$ cat src/source/sink_macros.svh
`ifndef SINK_MACROS_SVH
`define SINK_MACROS_SVH

// item, word and store counters, wrap at 2**16
`define SINK_TRANS_CNT 16

// address decoupling between generator and store port
`define SINK_FIFO_DEPTH 2
`define SINK_FIFO_PTR_W 1

// register block
`define SINK_REG_AW 3
`define SINK_RUN_CNT_W 8

`endif

$ cat src/source/mem_port_pkg.sv
`default_nettype none

// widths of the accelerator stream and of the memory store port
package mem_port_pkg;

  // byte address, the low two bits select the lane in the wide word
  typedef logic [31:0] mem_addr_t;

  // memory word is 32 bits wider than the stream
  // so a shifted item never spills into a second word
  typedef logic [63:0] mem_data_t;
  typedef logic [7:0]  mem_be_t;      // one enable per memory byte

  // stream side coming from the datapath
  typedef logic [31:0] stream_data_t;
  typedef logic [3:0]  stream_strb_t; // one strobe per stream byte

endpackage

`default_nettype wire

$ cat src/source/sink_ctrl_pkg.sv
`default_nettype none
`include "sink_macros.svh"

// control plane types shared by registers, generator and streamer
package sink_ctrl_pkg;

  typedef enum logic [1:0] {
    IDLE    = 2'd0,  // waiting for start
    WORKING = 2'd1,  // generator still producing addresses
    DRAIN   = 2'd2   // all addresses out, stores still outstanding
  } sink_state_e;

  // register map, word offsets
  typedef enum logic [`SINK_REG_AW-1:0] {
    REG_BASE        = 3'd0,
    REG_WORD_STRIDE = 3'd1,  // byte step inside a line
    REG_LINE_LEN    = 3'd2,  // items per line
    REG_LINE_STRIDE = 3'd3,  // byte step between line starts
    REG_TOT_LEN     = 3'd4,  // items per run
    REG_CMD         = 3'd5,  // bit 0 start, bit 1 soft clear
    REG_STATUS      = 3'd6   // bit 0 idle, 15:8 completed runs
  } reg_addr_e;

  typedef struct packed {
    mem_port_pkg::mem_addr_t    base;
    mem_port_pkg::mem_addr_t    word_stride;
    logic [`SINK_TRANS_CNT-1:0] line_len;
    mem_port_pkg::mem_addr_t    line_stride;
    logic [`SINK_TRANS_CNT-1:0] tot_len;
  } sink_cfg_t;

endpackage

`default_nettype wire

$ cat src/source/sink_addrgen.sv
`timescale 1ns/1ps
`default_nettype none
`include "sink_macros.svh"

// two-dimensional byte address walker
// address = base + line offset + word offset
module sink_addrgen (
  input  logic                     clk_i,
  input  logic                     rst_ni,
  input  logic                     clear_i,
  input  logic                     en_i,
  input  sink_ctrl_pkg::sink_cfg_t cfg_i,
  output logic                     addr_valid_o,
  output mem_port_pkg::mem_addr_t  addr_o,
  input  logic                     addr_ready_i,
  output logic                     done_o
);

  logic [`SINK_TRANS_CNT-1:0] word_cnt_q;  // position within current line
  logic [`SINK_TRANS_CNT-1:0] item_cnt_q;  // addresses pushed in this run
  mem_port_pkg::mem_addr_t    line_off_q;  // start of current line, rel. to base
  mem_port_pkg::mem_addr_t    word_off_q;  // offset inside current line
  logic                       done_q;
  logic                       step;
  logic                       line_end;
  logic                       last_item;

  assign step      = addr_valid_o & addr_ready_i;  // FIFO took the address
  assign line_end  = (word_cnt_q == cfg_i.line_len - `SINK_TRANS_CNT'd1);
  assign last_item = (item_cnt_q == cfg_i.tot_len - `SINK_TRANS_CNT'd1);

  always_ff @(posedge clk_i or negedge rst_ni) begin
    if (!rst_ni) begin
      word_cnt_q <= '0;
      item_cnt_q <= '0;
      line_off_q <= '0;
      word_off_q <= '0;
      done_q     <= 1'b0;
    end else if (clear_i) begin
      // back to the first address of the pattern
      word_cnt_q <= '0;
      item_cnt_q <= '0;
      line_off_q <= '0;
      word_off_q <= '0;
      done_q     <= 1'b0;
    end else if (step) begin
      item_cnt_q <= item_cnt_q + `SINK_TRANS_CNT'd1;
      if (last_item) begin
        done_q <= 1'b1;  // sticky until clear
      end
      if (line_end) begin
        // wrap to the next line start
        word_cnt_q <= '0;
        word_off_q <= '0;
        line_off_q <= line_off_q + cfg_i.line_stride;
      end else begin
        word_cnt_q <= word_cnt_q + `SINK_TRANS_CNT'd1;
        word_off_q <= word_off_q + cfg_i.word_stride;
      end
    end
  end

  // offered as soon as enabled, no pipeline bubble
  assign addr_valid_o = en_i & ~done_q;
  assign addr_o       = cfg_i.base + line_off_q + word_off_q;
  assign done_o       = done_q;  // level, last address pushed

endmodule

`default_nettype wire

$ cat src/source/sink_addr_fifo.sv
`timescale 1ns/1ps
`default_nettype none
`include "sink_macros.svh"

// small circular buffer of store addresses
module sink_addr_fifo (
  input  logic                    clk_i,
  input  logic                    rst_ni,
  input  logic                    clear_i,
  input  logic                    push_valid_i,
  input  mem_port_pkg::mem_addr_t push_data_i,
  output logic                    push_ready_o,
  output logic                    pop_valid_o,
  output mem_port_pkg::mem_addr_t pop_data_o,
  input  logic                    pop_ready_i
);

  mem_port_pkg::mem_addr_t    mem_q [`SINK_FIFO_DEPTH];  // queued store addresses
  logic [`SINK_FIFO_PTR_W-1:0] wr_ptr_q;
  logic [`SINK_FIFO_PTR_W-1:0] rd_ptr_q;
  logic [`SINK_FIFO_PTR_W:0]   level_q;   // one bit wider than the pointers
  logic                        push;
  logic                        pop;

  assign push_ready_o = (level_q != `SINK_FIFO_DEPTH);
  assign pop_valid_o  = (level_q != '0);
  assign pop_data_o   = mem_q[rd_ptr_q];

  assign push = push_valid_i & push_ready_o;
  assign pop  = pop_valid_o & pop_ready_i;

  always_ff @(posedge clk_i or negedge rst_ni) begin
    if (!rst_ni) begin
      wr_ptr_q <= '0;
      rd_ptr_q <= '0;
      level_q  <= '0;
    end else if (clear_i) begin
      wr_ptr_q <= '0;  // drop anything queued
      rd_ptr_q <= '0;
      level_q  <= '0;
    end else begin
      if (push) begin
        wr_ptr_q <= wr_ptr_q + 1'b1;  // wraps at the power-of-two depth
      end
      if (pop) begin
        rd_ptr_q <= rd_ptr_q + 1'b1;
      end
      if (push && !pop) begin
        level_q <= level_q + 1'b1;
      end else if (pop && !push) begin
        level_q <= level_q - 1'b1;
      end
    end
  end

  always_ff @(posedge clk_i) begin
    if (push) begin
      mem_q[wr_ptr_q] <= push_data_i;
    end
  end

  // a push refused by a full buffer is offered again with the same address
  a_full_holds_push : assert property (@(posedge clk_i) disable iff (!rst_ni || clear_i)
    push_valid_i && !push_ready_o |=> push_valid_i && $stable(push_data_i));

endmodule

`default_nettype wire

$ cat src/source/sink_streamer.sv
`timescale 1ns/1ps
`default_nettype none
`include "sink_macros.svh"

// pairs addresses with stream items and drives the store port
module sink_streamer (
  input  logic                       clk_i,
  input  logic                       rst_ni,
  input  logic                       clear_i,
  input  logic                       start_i,
  input  sink_ctrl_pkg::sink_cfg_t   cfg_i,
  input  logic                       gen_done_i,
  output logic                       gen_en_o,
  output logic                       gen_clr_o,
  input  logic                       addr_valid_i,
  input  mem_port_pkg::mem_addr_t    addr_i,
  output logic                       addr_ready_o,
  input  logic                       stream_valid_i,
  input  mem_port_pkg::stream_data_t stream_data_i,
  input  mem_port_pkg::stream_strb_t stream_strb_i,
  output logic                       stream_ready_o,
  output logic                       mem_req_o,
  output mem_port_pkg::mem_addr_t    mem_addr_o,
  output mem_port_pkg::mem_be_t      mem_be_o,
  output mem_port_pkg::mem_data_t    mem_wdata_o,
  input  logic                       mem_gnt_i,
  output logic                       done_o,
  output logic                       idle_o
);

  sink_ctrl_pkg::sink_state_e cs, ns;
  logic [`SINK_TRANS_CNT-1:0] store_cnt_q;  // accepted stores this run
  logic                       busy;
  logic                       store;
  logic                       run_clr;      // end of run, rewind generator
  mem_port_pkg::mem_data_t    data_wide;
  mem_port_pkg::mem_be_t      strb_wide;

  assign busy   = (cs != sink_ctrl_pkg::IDLE);
  assign idle_o = ~busy;

  // misalignment shifter, item moves up by addr[1:0] bytes
  assign data_wide   = {32'h0, stream_data_i};
  assign strb_wide   = {4'h0, stream_strb_i};
  assign mem_wdata_o = data_wide << {addr_i[1:0], 3'b000};
  assign mem_be_o    = strb_wide << addr_i[1:0];
  assign mem_addr_o  = {addr_i[31:2], 2'b00};  // word aligned

  // request needs both an address and an item
  assign mem_req_o      = busy & stream_valid_i & addr_valid_i;
  assign stream_ready_o = busy & addr_valid_i & mem_gnt_i;  // low while gnt low
  assign addr_ready_o   = stream_valid_i & stream_ready_o;  // pop with the item
  assign store          = mem_req_o & mem_gnt_i;

  always_ff @(posedge clk_i or negedge rst_ni) begin
    if (!rst_ni) begin
      cs <= sink_ctrl_pkg::IDLE;
    end else if (clear_i) begin
      cs <= sink_ctrl_pkg::IDLE;  // soft clear wins over everything
    end else begin
      cs <= ns;
    end
  end

  always_comb begin
    ns       = cs;
    gen_en_o = 1'b0;
    run_clr  = 1'b0;
    done_o   = 1'b0;
    case (cs)
      sink_ctrl_pkg::IDLE: begin
        if (start_i) begin
          ns       = sink_ctrl_pkg::WORKING;
          gen_en_o = 1'b1;  // first address already in the start cycle
        end
      end
      sink_ctrl_pkg::WORKING: begin
        gen_en_o = 1'b1;
        if (gen_done_i) begin
          ns = sink_ctrl_pkg::DRAIN;
        end
      end
      sink_ctrl_pkg::DRAIN: begin
        gen_en_o = 1'b1;
        if (store_cnt_q == cfg_i.tot_len) begin
          ns       = sink_ctrl_pkg::IDLE;
          gen_en_o = 1'b0;
          run_clr  = 1'b1;
          done_o   = 1'b1;  // single cycle, state leaves DRAIN
        end
      end
      default: begin
        ns = sink_ctrl_pkg::IDLE;
      end
    endcase
  end

  assign gen_clr_o = clear_i | run_clr;

  always_ff @(posedge clk_i or negedge rst_ni) begin
    if (!rst_ni) begin
      store_cnt_q <= '0;
    end else if (clear_i || run_clr) begin
      store_cnt_q <= '0;
    end else if (store) begin
      store_cnt_q <= store_cnt_q + `SINK_TRANS_CNT'd1;
    end
  end

  // an ungranted store holds its request, relies on FIFO and stream stability
  a_req_stable : assert property (@(posedge clk_i) disable iff (!rst_ni || clear_i)
    mem_req_o && !mem_gnt_i |=> mem_req_o && $stable(mem_addr_o)
      && $stable(mem_be_o) && $stable(mem_wdata_o));

  // an idle streamer has no address queued, so nothing can request
  a_idle_quiet : assert property (@(posedge clk_i) disable iff (!rst_ni)
    cs == sink_ctrl_pkg::IDLE |-> !addr_valid_i && !mem_req_o);

endmodule

`default_nettype wire

$ cat src/source/sink_regfile.sv
`timescale 1ns/1ps
`default_nettype none
`include "sink_macros.svh"

// pattern registers, command decode and status
module sink_regfile (
  input  logic                     clk_i,
  input  logic                     rst_ni,
  input  logic                     reg_we_i,
  input  logic [`SINK_REG_AW-1:0]  reg_addr_i,
  input  logic [31:0]              reg_wdata_i,
  output logic [31:0]              reg_rdata_o,
  output sink_ctrl_pkg::sink_cfg_t cfg_o,
  output logic                     start_o,
  output logic                     clear_o,
  input  logic                     done_i,
  input  logic                     idle_i
);

  sink_ctrl_pkg::sink_cfg_t   cfg_q;
  sink_ctrl_pkg::reg_addr_e   reg_sel;
  logic                       cmd_wr;
  logic                       start_q;
  logic                       clear_q;
  logic [`SINK_RUN_CNT_W-1:0] run_cnt_q;  // completed runs, wraps

  assign reg_sel = sink_ctrl_pkg::reg_addr_e'(reg_addr_i);
  assign cmd_wr  = reg_we_i & (reg_sel == sink_ctrl_pkg::REG_CMD);

  always_ff @(posedge clk_i or negedge rst_ni) begin
    if (!rst_ni) begin
      cfg_q <= '0;
    end else if (reg_we_i) begin
      case (reg_sel)
        sink_ctrl_pkg::REG_BASE:        cfg_q.base        <= reg_wdata_i;
        sink_ctrl_pkg::REG_WORD_STRIDE: cfg_q.word_stride <= reg_wdata_i;
        sink_ctrl_pkg::REG_LINE_LEN:    cfg_q.line_len    <= reg_wdata_i[`SINK_TRANS_CNT-1:0];
        sink_ctrl_pkg::REG_LINE_STRIDE: cfg_q.line_stride <= reg_wdata_i;
        sink_ctrl_pkg::REG_TOT_LEN:     cfg_q.tot_len     <= reg_wdata_i[`SINK_TRANS_CNT-1:0];
        default: begin
          cfg_q <= cfg_q;  // cmd and status leave the pattern alone
        end
      endcase
    end
  end

  // command pulses, registered, high for one cycle
  always_ff @(posedge clk_i or negedge rst_ni) begin
    if (!rst_ni) begin
      start_q <= 1'b0;
      clear_q <= 1'b0;
    end else begin
      start_q <= cmd_wr & reg_wdata_i[0];
      clear_q <= cmd_wr & reg_wdata_i[1];
    end
  end

  // only a hard reset rewinds the run count
  always_ff @(posedge clk_i or negedge rst_ni) begin
    if (!rst_ni) begin
      run_cnt_q <= '0;
    end else if (done_i) begin
      run_cnt_q <= run_cnt_q + `SINK_RUN_CNT_W'd1;
    end
  end

  assign cfg_o   = cfg_q;
  assign start_o = start_q;
  assign clear_o = clear_q;

  // read mux, combinational
  always_comb begin
    case (reg_sel)
      sink_ctrl_pkg::REG_BASE:        reg_rdata_o = cfg_q.base;
      sink_ctrl_pkg::REG_WORD_STRIDE: reg_rdata_o = cfg_q.word_stride;
      sink_ctrl_pkg::REG_LINE_LEN: begin
        reg_rdata_o = {{(32-`SINK_TRANS_CNT){1'b0}}, cfg_q.line_len};
      end
      sink_ctrl_pkg::REG_LINE_STRIDE: reg_rdata_o = cfg_q.line_stride;
      sink_ctrl_pkg::REG_TOT_LEN: begin
        reg_rdata_o = {{(32-`SINK_TRANS_CNT){1'b0}}, cfg_q.tot_len};
      end
      sink_ctrl_pkg::REG_STATUS: begin
        reg_rdata_o = {16'h0, run_cnt_q, 7'h0, idle_i};
      end
      default: begin
        reg_rdata_o = '0;  // cmd reads back zero
      end
    endcase
  end

endmodule

`default_nettype wire

$ cat src/source/store_sink_top.sv
`timescale 1ns/1ps
`default_nettype none
`include "sink_macros.svh"

// store sink, registers + address generator + FIFO + streamer
module store_sink_top (
  input  logic                       clk_i,
  input  logic                       rst_ni,
  input  logic                       reg_we_i,
  input  logic [`SINK_REG_AW-1:0]    reg_addr_i,
  input  logic [31:0]                reg_wdata_i,
  output logic [31:0]                reg_rdata_o,
  input  logic                       stream_valid_i,
  input  mem_port_pkg::stream_data_t stream_data_i,
  input  mem_port_pkg::stream_strb_t stream_strb_i,
  output logic                       stream_ready_o,
  output logic                       mem_req_o,
  output mem_port_pkg::mem_addr_t    mem_addr_o,
  output mem_port_pkg::mem_be_t      mem_be_o,
  output mem_port_pkg::mem_data_t    mem_wdata_o,
  input  logic                       mem_gnt_i,
  output logic                       done_o
);

  sink_ctrl_pkg::sink_cfg_t cfg;
  logic                     start;
  logic                     soft_clear;
  logic                     idle;
  logic                     gen_en;
  logic                     gen_clr;   // soft clear or end of run
  logic                     gen_done;
  logic                     push_valid;
  logic                     push_ready;
  mem_port_pkg::mem_addr_t  push_addr;
  logic                     pop_valid;
  logic                     pop_ready;
  mem_port_pkg::mem_addr_t  pop_addr;

  sink_regfile i_regfile (
    .clk_i       ( clk_i       ),
    .rst_ni      ( rst_ni      ),
    .reg_we_i    ( reg_we_i    ),
    .reg_addr_i  ( reg_addr_i  ),
    .reg_wdata_i ( reg_wdata_i ),
    .reg_rdata_o ( reg_rdata_o ),
    .cfg_o       ( cfg         ),
    .start_o     ( start       ),
    .clear_o     ( soft_clear  ),
    .done_i      ( done_o      ),
    .idle_i      ( idle        )
  );

  sink_addrgen i_addrgen (
    .clk_i        ( clk_i      ),
    .rst_ni       ( rst_ni     ),
    .clear_i      ( gen_clr    ),
    .en_i         ( gen_en     ),
    .cfg_i        ( cfg        ),
    .addr_valid_o ( push_valid ),
    .addr_o       ( push_addr  ),
    .addr_ready_i ( push_ready ),
    .done_o       ( gen_done   )
  );

  sink_addr_fifo i_addr_fifo (
    .clk_i        ( clk_i      ),
    .rst_ni       ( rst_ni     ),
    .clear_i      ( soft_clear ),
    .push_valid_i ( push_valid ),
    .push_data_i  ( push_addr  ),
    .push_ready_o ( push_ready ),
    .pop_valid_o  ( pop_valid  ),
    .pop_data_o   ( pop_addr   ),
    .pop_ready_i  ( pop_ready  )
  );

  sink_streamer i_streamer (
    .clk_i          ( clk_i          ),
    .rst_ni         ( rst_ni         ),
    .clear_i        ( soft_clear     ),
    .start_i        ( start          ),
    .cfg_i          ( cfg            ),
    .gen_done_i     ( gen_done       ),
    .gen_en_o       ( gen_en         ),
    .gen_clr_o      ( gen_clr        ),
    .addr_valid_i   ( pop_valid      ),
    .addr_i         ( pop_addr       ),
    .addr_ready_o   ( pop_ready      ),
    .stream_valid_i ( stream_valid_i ),
    .stream_data_i  ( stream_data_i  ),
    .stream_strb_i  ( stream_strb_i  ),
    .stream_ready_o ( stream_ready_o ),
    .mem_req_o      ( mem_req_o      ),
    .mem_addr_o     ( mem_addr_o     ),
    .mem_be_o       ( mem_be_o       ),
    .mem_wdata_o    ( mem_wdata_o    ),
    .mem_gnt_i      ( mem_gnt_i      ),
    .done_o         ( done_o         ),
    .idle_o         ( idle           )
  );

endmodule

`default_nettype wire

$ cat config.mk
export PLATFORM = sky130hd
export DESIGN_NAME = store_sink_top
export DESIGN_NICKNAME = d
export VERILOG_FILES = /design/src/source/mem_port_pkg.sv /design/src/source/sink_ctrl_pkg.sv /design/src/source/sink_addrgen.sv /design/src/source/sink_addr_fifo.sv /design/src/source/sink_streamer.sv /design/src/source/sink_regfile.sv /design/src/source/store_sink_top.sv
export VERILOG_INCLUDE_DIRS = /design/src /design/src/source
export SDC_FILE = /design/constraint.sdc
export NUM_CORES = 1
export LEC_CHECK = 0
export BUFFER_PORTS_ARGS = -buffer_cell sky130_fd_sc_hd__buf_2
export CORE_ASPECT_RATIO = 1.25
export CORE_MARGIN = 1.5
export CORE_UTILIZATION = 61
export CTS_CLUSTER_SIZE = 30
export DETAILED_ROUTE_END_ITERATION = 12
export PLACE_DENSITY_LB_ADDON = 0.12
export SYNTH_ARGS = -nofsm -noshare
export SYNTH_HDL_FRONTEND = slang
export SYNTH_SLANG_ARGS = --single-unit
$ cat constraint.sdc
create_clock -name clk_i -period 4.5 [get_ports clk_i]
set_input_delay 0.225 -clock clk_i [delete_from_list [all_inputs] [get_ports clk_i]]
set_output_delay 0.225 -clock clk_i [all_outputs]
set_load 0.03 [all_outputs]
==> flow_summary.ini, run 1 <==
[finish]
drive_gt1_share_pct = 21.1
fin_nets = 2542
finalInstanceArea_mm2 = 0.0241
diodes = 0
syn2layout_area_growth_pct = 13.7

[drt]
avgViaCountPerCell = 6.35
dr_wl_met2_um = 29500
num_vias = 17964
firstDrtPassIters = 5
met3_length_um = 4380
wl_met1_um = 26300
routed.top_layer = met4
routedWlPerCell_um = 22.2
drc_errors = 0
antenna_left = 0
routed_wl_um = 62900
initialDrtViolationCount = 1379

[logic_synthesis]
synth_most_common_cell = dfrtp_1
seq_area_frac_synth_pct = 39.3
netlist_area_mm2 = 0.0212
synth_top_area_cell = dfrtp_1
yosysUniqueCellTypes = 79
synthTopCellsByArea = dfrtp_1 (30%), mux2_2 (9.4%), edfxtp_1 (9.1%)
synthCells = 2138
synth_top_area_share_pct = 30.3
ys.flop_type = dfrtp_1
yosys_warnings = 0
async_flop_share_pct = 80.1
synth_edf_count = 64
netlist_top_cells_count = dfrtp_1 (257), nand2_1 (207), mux2_2 (177)
syn_avg_cell_area_um2 = 9.93
ys_seq_elements = 321

[power_and_ir_drop]
power_frac_clock_pct = 19.1
power_density_mw_per_mm2 = 657
p_switching_mw = 7.07
comb_power_share_pct = 50.3
p_seq_share_pct = 30.6
ir_drop_uv = 420
switching_share_pct = 44.6
p_leak_nw = 11.0
internal_power_mw = 8.79

[cts]
clock-sinks = 321
cts_tree = built
cts_buffers = 36
cts_root_buf = clkbuf_16
cts_htree_levels = 2
clk_pin_slew_ps = 60
clock_path_buffers = 3
insertion_delay_ps = 560

[critical_path]
crit_slowest_cell = or4b_2
arrival_ps = 4220
critPathMaxStageDelay_ps = 640
startpoint_type = flip-flop
crit_fanout = 4
end_kind = flip-flop
crit_type = flip-flop to flip-flop
crit_chain = fa_1 > ha_1 > fa_1 > a211oi_1 > o21ai_0 > or3b_2 > a211oi_1 > o211ai_1 > a21oi_1 > or4b_2 > o211a_1
critPathRequiredTime_ps = 4780

[grt]
grt_pass1_wl_um = 96200
grt_pass1_vias = 17498
grt_use_total_pct = 34.8
antenna_found_initial = 1
grt_max_degree = 99
grt.overflow.total = 0

[sta]
setup_viol = 0
finalCriticalPeriod_ps = 3940
max_slew_margin_pct = 32.1
skew_ps = 37.2
hold_violations = 0
worstMarginPinSlew_ps = 1020
slew_violations = 0
setup_tns_ps = 0
fin_crit_sh_pct = 87.6
maxClockFrequency_mhz = 254
rsz0062_at_grt = no

[job]
drv_cap = 0

[floorplanning]
io_pins = 215
die_h_um = 212
core-area_mm2 = 0.0344
num_rows = 76
die_w_um = 170
initial_core_util_pct = 61.7
dieArea_mm2 = 0.0359

[placed_design]
dpl.hpwl_um = 47000
dpl_cell_area_mm2 = 0.0227
place.gp.congestion = 0.968
portBuffers = 203

[status]
outcome = finished clean

[hold_path]
min_path_type = primary input to flip-flop
==> cells in the final DEF (no fill, tap or decap), types with 23 or more instances in the layout <==
| cell type | synthesis | routed |
|---|---|---|
| dfrtp_1 | 257 | 257 |
| nand2_1 | 207 | 207 |
| buf_2 | 1 | 202 |
| mux2_2 | 177 | 177 |
| nor2_1 | 143 | 140 |
| a21oi_1 | 138 | 138 |
| o21ai_0 | 121 | 121 |
| ha_1 | 98 | 98 |
| xnor2_1 | 85 | 85 |
| xor2_1 | 77 | 77 |
| edfxtp_1 | 64 | 64 |
| nand3_1 | 58 | 58 |
| inv_1 | 53 | 53 |
| a21o_1 | 49 | 49 |
| mux2i_1 | 49 | 47 |
| and3_1 | 36 | 36 |
| clkbuf_16 | 0 | 36 |
| a211oi_1 | 35 | 34 |
| fa_1 | 34 | 34 |
| nor3_1 | 32 | 30 |
| buf_4 | 12 | 29 |
| nand4_1 | 24 | 24 |
| dlygate4sd3_1 | 0 | 23 |
==> what timing repair did <==
item | CTS | global route
hold endpoints to repair | 157 | 0
resized for setup | 0 | 0
hold buffers | 23 | 0
buffers inserted | 0 | 0
==> layout make-up <==
| cell class | instances | area, µm² |
|---|---|---|
| Clock inverter | 21 | 236 |
| Clock buffer | 43 | 957 |
| Timing Repair Buffer | 256 | 1490 |
| Fill cell | 2677 | 10300 |
| Multi-Input combinational cell | 1666 | 12300 |
| Tap cell | 468 | 586 |
| Sequential cell | 321 | 8350 |
| Inverter | 53 | 199 |
==> state kept, by name (all words and copies together) (netlist names), 2 cells and up <==
register,cells
i_addr_fifo.level_q,2
i_addr_fifo.mem_q,64
i_addrgen.item_cnt_q,16
i_addrgen.line_off_q,32
i_addrgen.word_cnt_q,16
i_addrgen.word_off_q,32
i_regfile.cfg_o,128
i_regfile.run_cnt_q,8
i_streamer.cs,2
i_streamer.store_cnt_q,16
==> kinds of logic after synthesis <==
logic type | count (synthesis) | share of synthesized area [%]
mux | 233 | 12.4
flops | 321 | 39.3
fa+ha+maj | 132 | 8.98
other cells | 1 | 0.0177
xor+xnor | 162 | 6.68
simple gates | 616 | 14.0
compound gates | 512 | 15.5
buf+inv | 161 | 3.07
==> per-layer routing <==
metal  vias to the layer above  track usage [%]
met5                         -                0
met4                         0             15.7
met3                       157             5.66
met2                       737             57.6
met1                      8855             45.1
li1                       8215                -
==> per-stage QoR <==
stage                     total power, mW  hold WS [ps]  worst slack, ps  cells  util [%]
after floorplan                      10.4         -70.6              935   2148         -
after global routing                 16.7          6.35              299   2828      70.2
final                                15.9          12.9              556   2828      70.2
after detailed placement             12.7           307              623   2741      66.0
after global placement               12.5           307              669   2741      66.0
after CTS                            15.8          1.44              575   2828      70.2
==> power by group through the flow <==
stage	clock network (mW)	logic, mW	registers, mW
final	3.02	7.98	4.85
after CTS	3.05	7.87	4.84
after global routing	3.17	8.64	4.93
after detailed placement	0	7.80	4.89
after global placement	0	7.65	4.84
after floorplan	0	5.87	4.48
==> worst max-delay path, delay by kind of cell, from the launching register on <==
family / cells / cell delay (ps)
fa+ha+maj: 3 / 1230
compound gates: 6 / 1090
simple gates: 2 / 910
flops: 1 / 450
==> final timing paths <==
check                                                    startpoint  cells after the start                                     end  slack [ps]
min in group asynchronous                                    rst_ni                      2     i_addrgen.word_cnt_q[6]$_DFFE_PN0P_         280
worst min register to register   i_regfile.run_cnt_q[7]$_DFFE_PN0P_                      1      i_regfile.run_cnt_q[7]$_DFFE_PN0P_         500
worst max-delay path            i_addrgen.word_off_q[1]$_DFFE_PN0P_                     11      i_addr_fifo.mem_q[0][27]$_DFFE_PP_         560
max in group asynchronous                                    rst_ni                      3  i_streamer.store_cnt_q[14]$_DFFE_PN0P_        3090
worst max register to register  i_addrgen.word_off_q[1]$_DFFE_PN0P_                     11      i_addr_fifo.mem_q[0][27]$_DFFE_PP_         560
worst min-delay path                                reg_wdata_i[15]                      2         i_regfile.cfg_o[15]$_DFFE_PN0P_          10
(Power assumes the default switching activity.)
==> run 2, diff against run 1 <==
==> constraint.sdc (replaced) <==
create_clock -name clk_i -period 3.75 [get_ports clk_i]
set_input_delay 0.1875 -clock clk_i [delete_from_list [all_inputs] [get_ports clk_i]]
set_output_delay 0.1875 -clock clk_i [all_outputs]
set_load 0.03 [all_outputs]
==> flow_summary.ini, run 2 (synthesized netlist as in run 1, its figures left out) <==
[status]
outcome = finished clean

[drt]
routed_wl_um = 64100
routedWlPerCell_um = 22.4
initialDrtViolationCount = 1451
num_vias = 18138
firstDrtPassIters = 6
drc_errors = 0
antenna_left = 0
avgViaCountPerCell = 6.35

[hold_path]
min_path_type = primary input to flip-flop

[finish]
layout_common_cells = dfrtp_1 (257), nand2_1 (206), buf_2 (202), mux2_2 (177), nor2_1 (140)
fin_nets = 2570
drive_gt1_share_pct = 22.2
final_common_cell = dfrtp_1
syn2layout_area_growth_pct = 15.2
instances_no_fill = 2855
diodes = 0
largest_register_ffs = 128
fill_cells = 2648

[cts]
insertion_delay_ps = 540
cts_root_buf = clkbuf_16
cts_htree_levels = 2
cts_buffers = 36
cts_tree = built
clk_pin_slew_ps = 60
clock_path_buffers = 3
clock-sinks = 321

[critical_path]
critPathMaxStageDelay_ps = 430
crit_fanout = 5
crit_slowest_cell = fa_1
crit_chain = ha_1 > fa_1 > a211oi_1 > o21ai_0 > a221o_1 > o211ai_1 > a21oi_1 > o211a_1 > or3_1 > a32o_1
critPathRequiredTime_ps = 4180
critPathBufInv = 0
cp_top_family = compound AO/OA/AOI/OAI gates
end_kind = flip-flop
crit_type = flip-flop to flip-flop
startpoint_type = flip-flop
arrival_ps = 3990

[sta]
slew_violations = 0
fin_crit_sh_pct = 95.0
rsz0062_at_grt = no
setup_viol = 0
max_slew_margin_pct = 40.1
maxClockFrequency_mhz = 281
hold_violations = 0
worstMarginPinSlew_ps = 898
skew_ps = 37.5
finalCriticalPeriod_ps = 3560
setup_tns_ps = 0

[floorplanning]
io_pins = 215
core-area_mm2 = 0.0344
die_h_um = 212
die_w_um = 170
initial_core_util_pct = 61.7
num_rows = 76
dieArea_mm2 = 0.0359

[grt]
grt_use_total_pct = 35.6
grt_max_degree = 114
grt.overflow.total = 0
grt_pass1_wl_um = 98200
grt_pass1_vias = 17523
antenna_found_initial = 1

[job]
drv_cap = 0

[power_and_ir_drop]
ir_drop_uv = 572
power_density_mw_per_mm2 = 784
p_leak_nw = 11.1

[placed_design]
place.gp.congestion = 0.974
portBuffers = 203
dpl.hpwl_um = 47700
place_inst = 2762
-- run 2: cell types whose count changed in the layout (fill, tap and decap cells not counted), moves of 5 or more --
cell | before | now
clkbuf_8 | 3 | 9
clkinv_2 | 8 | 3
dlygate4sd3_1 | 23 | 29
buf_4 | 29 | 50
-- run 2: what timing repair did --
action | 4_1_cts | 5_1_grt
pin swaps | 0 | 7
buffers inserted | 0 | 1
endpoints found under the setup margin | 2 | 9
resized for setup | 1 | 14
endpoints found under the hold margin | 198 | 0
hold buffers | 29 | 0
-- run 2: power breakdown --
group          switching [mW]  internal [mW]
clock network            1.47           2.11
logic                    6.12           3.72
registers               0.942           4.82
-- run 2: final cells by class --
type	instances	area (µm²)	share of cell area [%]
Tap cell	468	586	2.39
Inverter	53	199	0.814
Multi-Input combinational cell	1666	12400	50.7
Timing Repair Buffer	284	1730	7.08
Clock inverter	10	98.8	0.404
Sequential cell	321	8350	34.2
Clock buffer	53	1100	4.49
-- run 2: through the flow --
step | hold WS [ps] | utilization, % | power [mW] | setup slack [ps] | cell area [µm²]
final | 13.0 | 71.0 | 19.2 | 189 | 24500
after CTS | 0.166 | 70.9 | 19.0 | 19.1 | 24400
after global routing | 7.83 | 71.0 | 20.3 | 19.3 | 24500
after detailed placement | 340 | 66.5 | 15.3 | 14.9 | 22900
after floorplan | -108 | - | 12.4 | 185 | 21300
after global placement | 332 | 66.5 | 15.1 | 48.1 | 22900
-- run 2: worst paths after layout --
path / startpoint / to / slack, ps / cells after the start
worst max-delay path: i_regfile.cfg_o[64]$_DFFE_PN0P_ / i_addrgen.word_off_q[30]$_DFFE_PN0P_ / 190 / 10
worst max register to register: i_regfile.cfg_o[64]$_DFFE_PN0P_ / i_addrgen.word_off_q[30]$_DFFE_PN0P_ / 190 / 10
worst min-delay path: reg_wdata_i[10] / i_regfile.cfg_o[26]$_DFFE_PN0P_ / 10 / 2
min in group asynchronous: rst_ni / i_addrgen.word_cnt_q[7]$_DFFE_PN0P_ / 320 / 2
max in group asynchronous: rst_ni / i_addr_fifo.rd_ptr_q$_DFFE_PN0P_ / 2340 / 3
worst min register to register: i_regfile.run_cnt_q[6]$_DFFE_PN0P_ / i_regfile.run_cnt_q[6]$_DFFE_PN0P_ / 500 / 1
-- run 2: routing by layer --
layer,global-route usage [%],up-vias,wire (µm)
li1,-,8278,-
met1,47.1,8894,26200
met2,57.8,823,30000
met3,6.71,143,5410
met4,14.4,0,2520
met5,0,-,0
==> run 3, diff against run 2 <==
--- a/config.mk
+++ b/config.mk
@@ -9,10 +9,10 @@
 export BUFFER_PORTS_ARGS = -buffer_cell sky130_fd_sc_hd__buf_2
 export CORE_ASPECT_RATIO = 1.25
 export CORE_MARGIN = 1.5
-export CORE_UTILIZATION = 61
+export CORE_UTILIZATION = 65
 export CTS_CLUSTER_SIZE = 30
 export DETAILED_ROUTE_END_ITERATION = 12
-export PLACE_DENSITY_LB_ADDON = 0.12
+export PLACE_DENSITY_LB_ADDON = 0.15
 export SYNTH_ARGS = -nofsm -noshare
 export SYNTH_HDL_FRONTEND = slang
 export SYNTH_SLANG_ARGS = --single-unit
==> constraint.sdc (replaced) <==
create_clock -name clk_i -period 4.5 [get_ports clk_i]
set_input_delay 0.225 -clock clk_i [delete_from_list [all_inputs] [get_ports clk_i]]
set_output_delay 0.225 -clock clk_i [all_outputs]
set_load 0.03 [all_outputs]
==> flow_summary.ini, run 3 (synthesized netlist as in run 1, its figures left out) <==
[status]
outcome = finished clean

[drt]
initialDrtViolationCount = 1535
routedWlPerCell_um = 22.8
firstDrtPassIters = 5
antenna_left = 0
num_vias = 18146
avgViaCountPerCell = 6.56
routed_wl_um = 63000
drc_errors = 0

[grt]
antenna_found_initial = 1
grt_max_degree = 125
grt_pass1_vias = 17442
grt_use_total_pct = 37.4
grt.overflow.total = 0
grt_pass1_wl_um = 96600

[floorplanning]
io_pins = 215
die_w_um = 165
die_h_um = 205
core-area_mm2 = 0.0320
initial_core_util_pct = 66.4
num_rows = 73
dieArea_mm2 = 0.0338

[critical_path]
crit_slowest_cell = or4b_2
cp_top_family = adder cells
crit_chain = fa_1 > ha_1 > fa_1 > a211oi_1 > o21ai_0 > or3b_2 > a211oi_1 > o211ai_1 > a21oi_1 > or4b_2 > o211a_1
critPathMaxStageDelay_ps = 630
crit_fanout = 4
rrSetupSlack_ps = 560
startpoint_type = flip-flop
crit_type = flip-flop to flip-flop
critPathBufInv = 0
arrival_ps = 4220
critPathRequiredTime_ps = 4780
end_kind = flip-flop

[power_and_ir_drop]
comb_power_share_pct = 50.4
internal_power_mw = 8.78
p_switching_mw = 7.05
p_leak_nw = 11.0
power_density_mw_per_mm2 = 660
p_total_mw = 15.8
power_frac_clock_pct = 18.9
ir_drop_uv = 592
switching_share_pct = 44.5
p_seq_share_pct = 30.7

[cts]
post_cts_buffers = 0
clock_path_buffers = 3
postCtsHoldBufs = 17
cts_buffers = 35
cts_resized = 0
cts_root_buf = clkbuf_16
cts_tree = built
clk_pin_slew_ps = 60
cts_htree_levels = 2
insertion_delay_ps = 550
clock-sinks = 321

[placed_design]
place.gp.congestion = 0.948
dpl.hpwl_um = 47000
portBuffers = 203
dpl_cell_area_mm2 = 0.0226

[sta]
setup_viol = 0
setup_tns_ps = 0
skew_ps = 23.1
rsz0062_at_grt = no
maxClockFrequency_mhz = 254
hold_violations = 0
finalCriticalPeriod_ps = 3940
worstMarginPinSlew_ps = 1070
fin_crit_sh_pct = 87.5
max_slew_margin_pct = 29.0
slew_violations = 0

[hold_path]
min_path_type = primary input to flip-flop

[finish]
final_common_cell = dfrtp_1
drive_gt1_share_pct = 21.0
largest_register_ffs = 128
layout_common_cells = dfrtp_1 (257), nand2_1 (207), buf_2 (202), mux2_2 (177), nor2_1 (140)
fill_cells = 2279
fin_nets = 2535
syn2layout_area_growth_pct = 13.0
finalInstanceArea_mm2 = 0.0240

[job]
drv_cap = 0
run 3: cell types whose count changed in the layout (fill, tap and decap cells not counted), sizes merged:
| cell | previous run | this run |
|---|---|---|
| diode | 0 | 1 |
| clkinvlp | 1 | 2 |
| dlygate4sd3 | 29 | 17 |
| buf | 255 | 233 |
| inv | 55 | 54 |
| clkbuf | 53 | 45 |
| clkinv | 6 | 10 |
| bufinv | 1 | 4 |
run 3: layer usage:
| metal | share of wire (%) | track usage, % | vias up |
|---|---|---|---|
| met5 | 0 | 0 | - |
| met4 | 5.1 | 17.5 | 0 |
| met3 | 8.0 | 6.18 | 153 |
| met1 | 41 | 49.4 | 8933 |
| met2 | 46 | 60.1 | 876 |
| li1 | - | - | 8184 |
run 3: worst register-to-register path, stage by stage (launching register included):
cell	delay [ps]
dfrtp_1	440
fa_1	470
ha_1	240
fa_1	490
a211oi_1	310
o21ai_0	150
or3b_2	260
a211oi_1	130
o211ai_1	280
a21oi_1	130
or4b_2	630
o211a_1	160
run 3: through the flow:
step	utilization, %	setup WS (ps)	hold slack [ps]	std cells
after floorplan	-	935	-70.6	2148
after global routing	75.1	367	13.9	2765
after global placement	70.8	668	373	2685
final	75.1	565	20.6	2765
after CTS	75.1	602	4.62	2764
after detailed placement	70.8	601	384	2685
run 3: layout make-up:
class | instances | area, µm² | share of cell area, %
clock inverter | 17 | 205 | 0.855
multi-input combinational | 1666 | 12300 | 51.4
inverter | 53 | 199 | 0.829
sequential | 321 | 8350 | 34.8
timing repair buffer | 250 | 1420 | 5.92
antenna | 1 | 2.50 | 0.0104
clock buffer | 45 | 975 | 4.06
tap | 412 | 515 | 2.15
run 3: path summary, 6_finish.rpt:
check                                                          from                                endpoint  depth (start not counted)
max in group asynchronous                                    rst_ni         i_regfile.cfg_o[83]$_DFFE_PN0P_                          3
min in group asynchronous                                    rst_ni  i_streamer.store_cnt_q[10]$_DFFE_PN0P_                          2
worst max register to register  i_addrgen.word_off_q[1]$_DFFE_PN0P_      i_addr_fifo.mem_q[1][27]$_DFFE_PP_                         11
worst min register to register   i_regfile.run_cnt_q[7]$_DFFE_PN0P_      i_regfile.run_cnt_q[7]$_DFFE_PN0P_                          1
worst max-delay path            i_addrgen.word_off_q[1]$_DFFE_PN0P_      i_addr_fifo.mem_q[1][27]$_DFFE_PP_                         11
worst min-delay path                                 reg_wdata_i[4]          i_regfile.cfg_o[4]$_DFFE_PN0P_                          2
run 3: power by group through the flow:
| stage | registers (mW) | logic [mW] | clock network, mW |
|---|---|---|---|
| after global routing | 4.93 | 8.62 | 3.13 |
| final | 4.85 | 7.97 | 3.00 |
| after detailed placement | 4.88 | 7.79 | 0 |
| after global placement | 4.82 | 7.58 | 0 |
| after CTS | 4.83 | 7.86 | 3.02 |
| after floorplan | 4.48 | 5.87 | 0 |
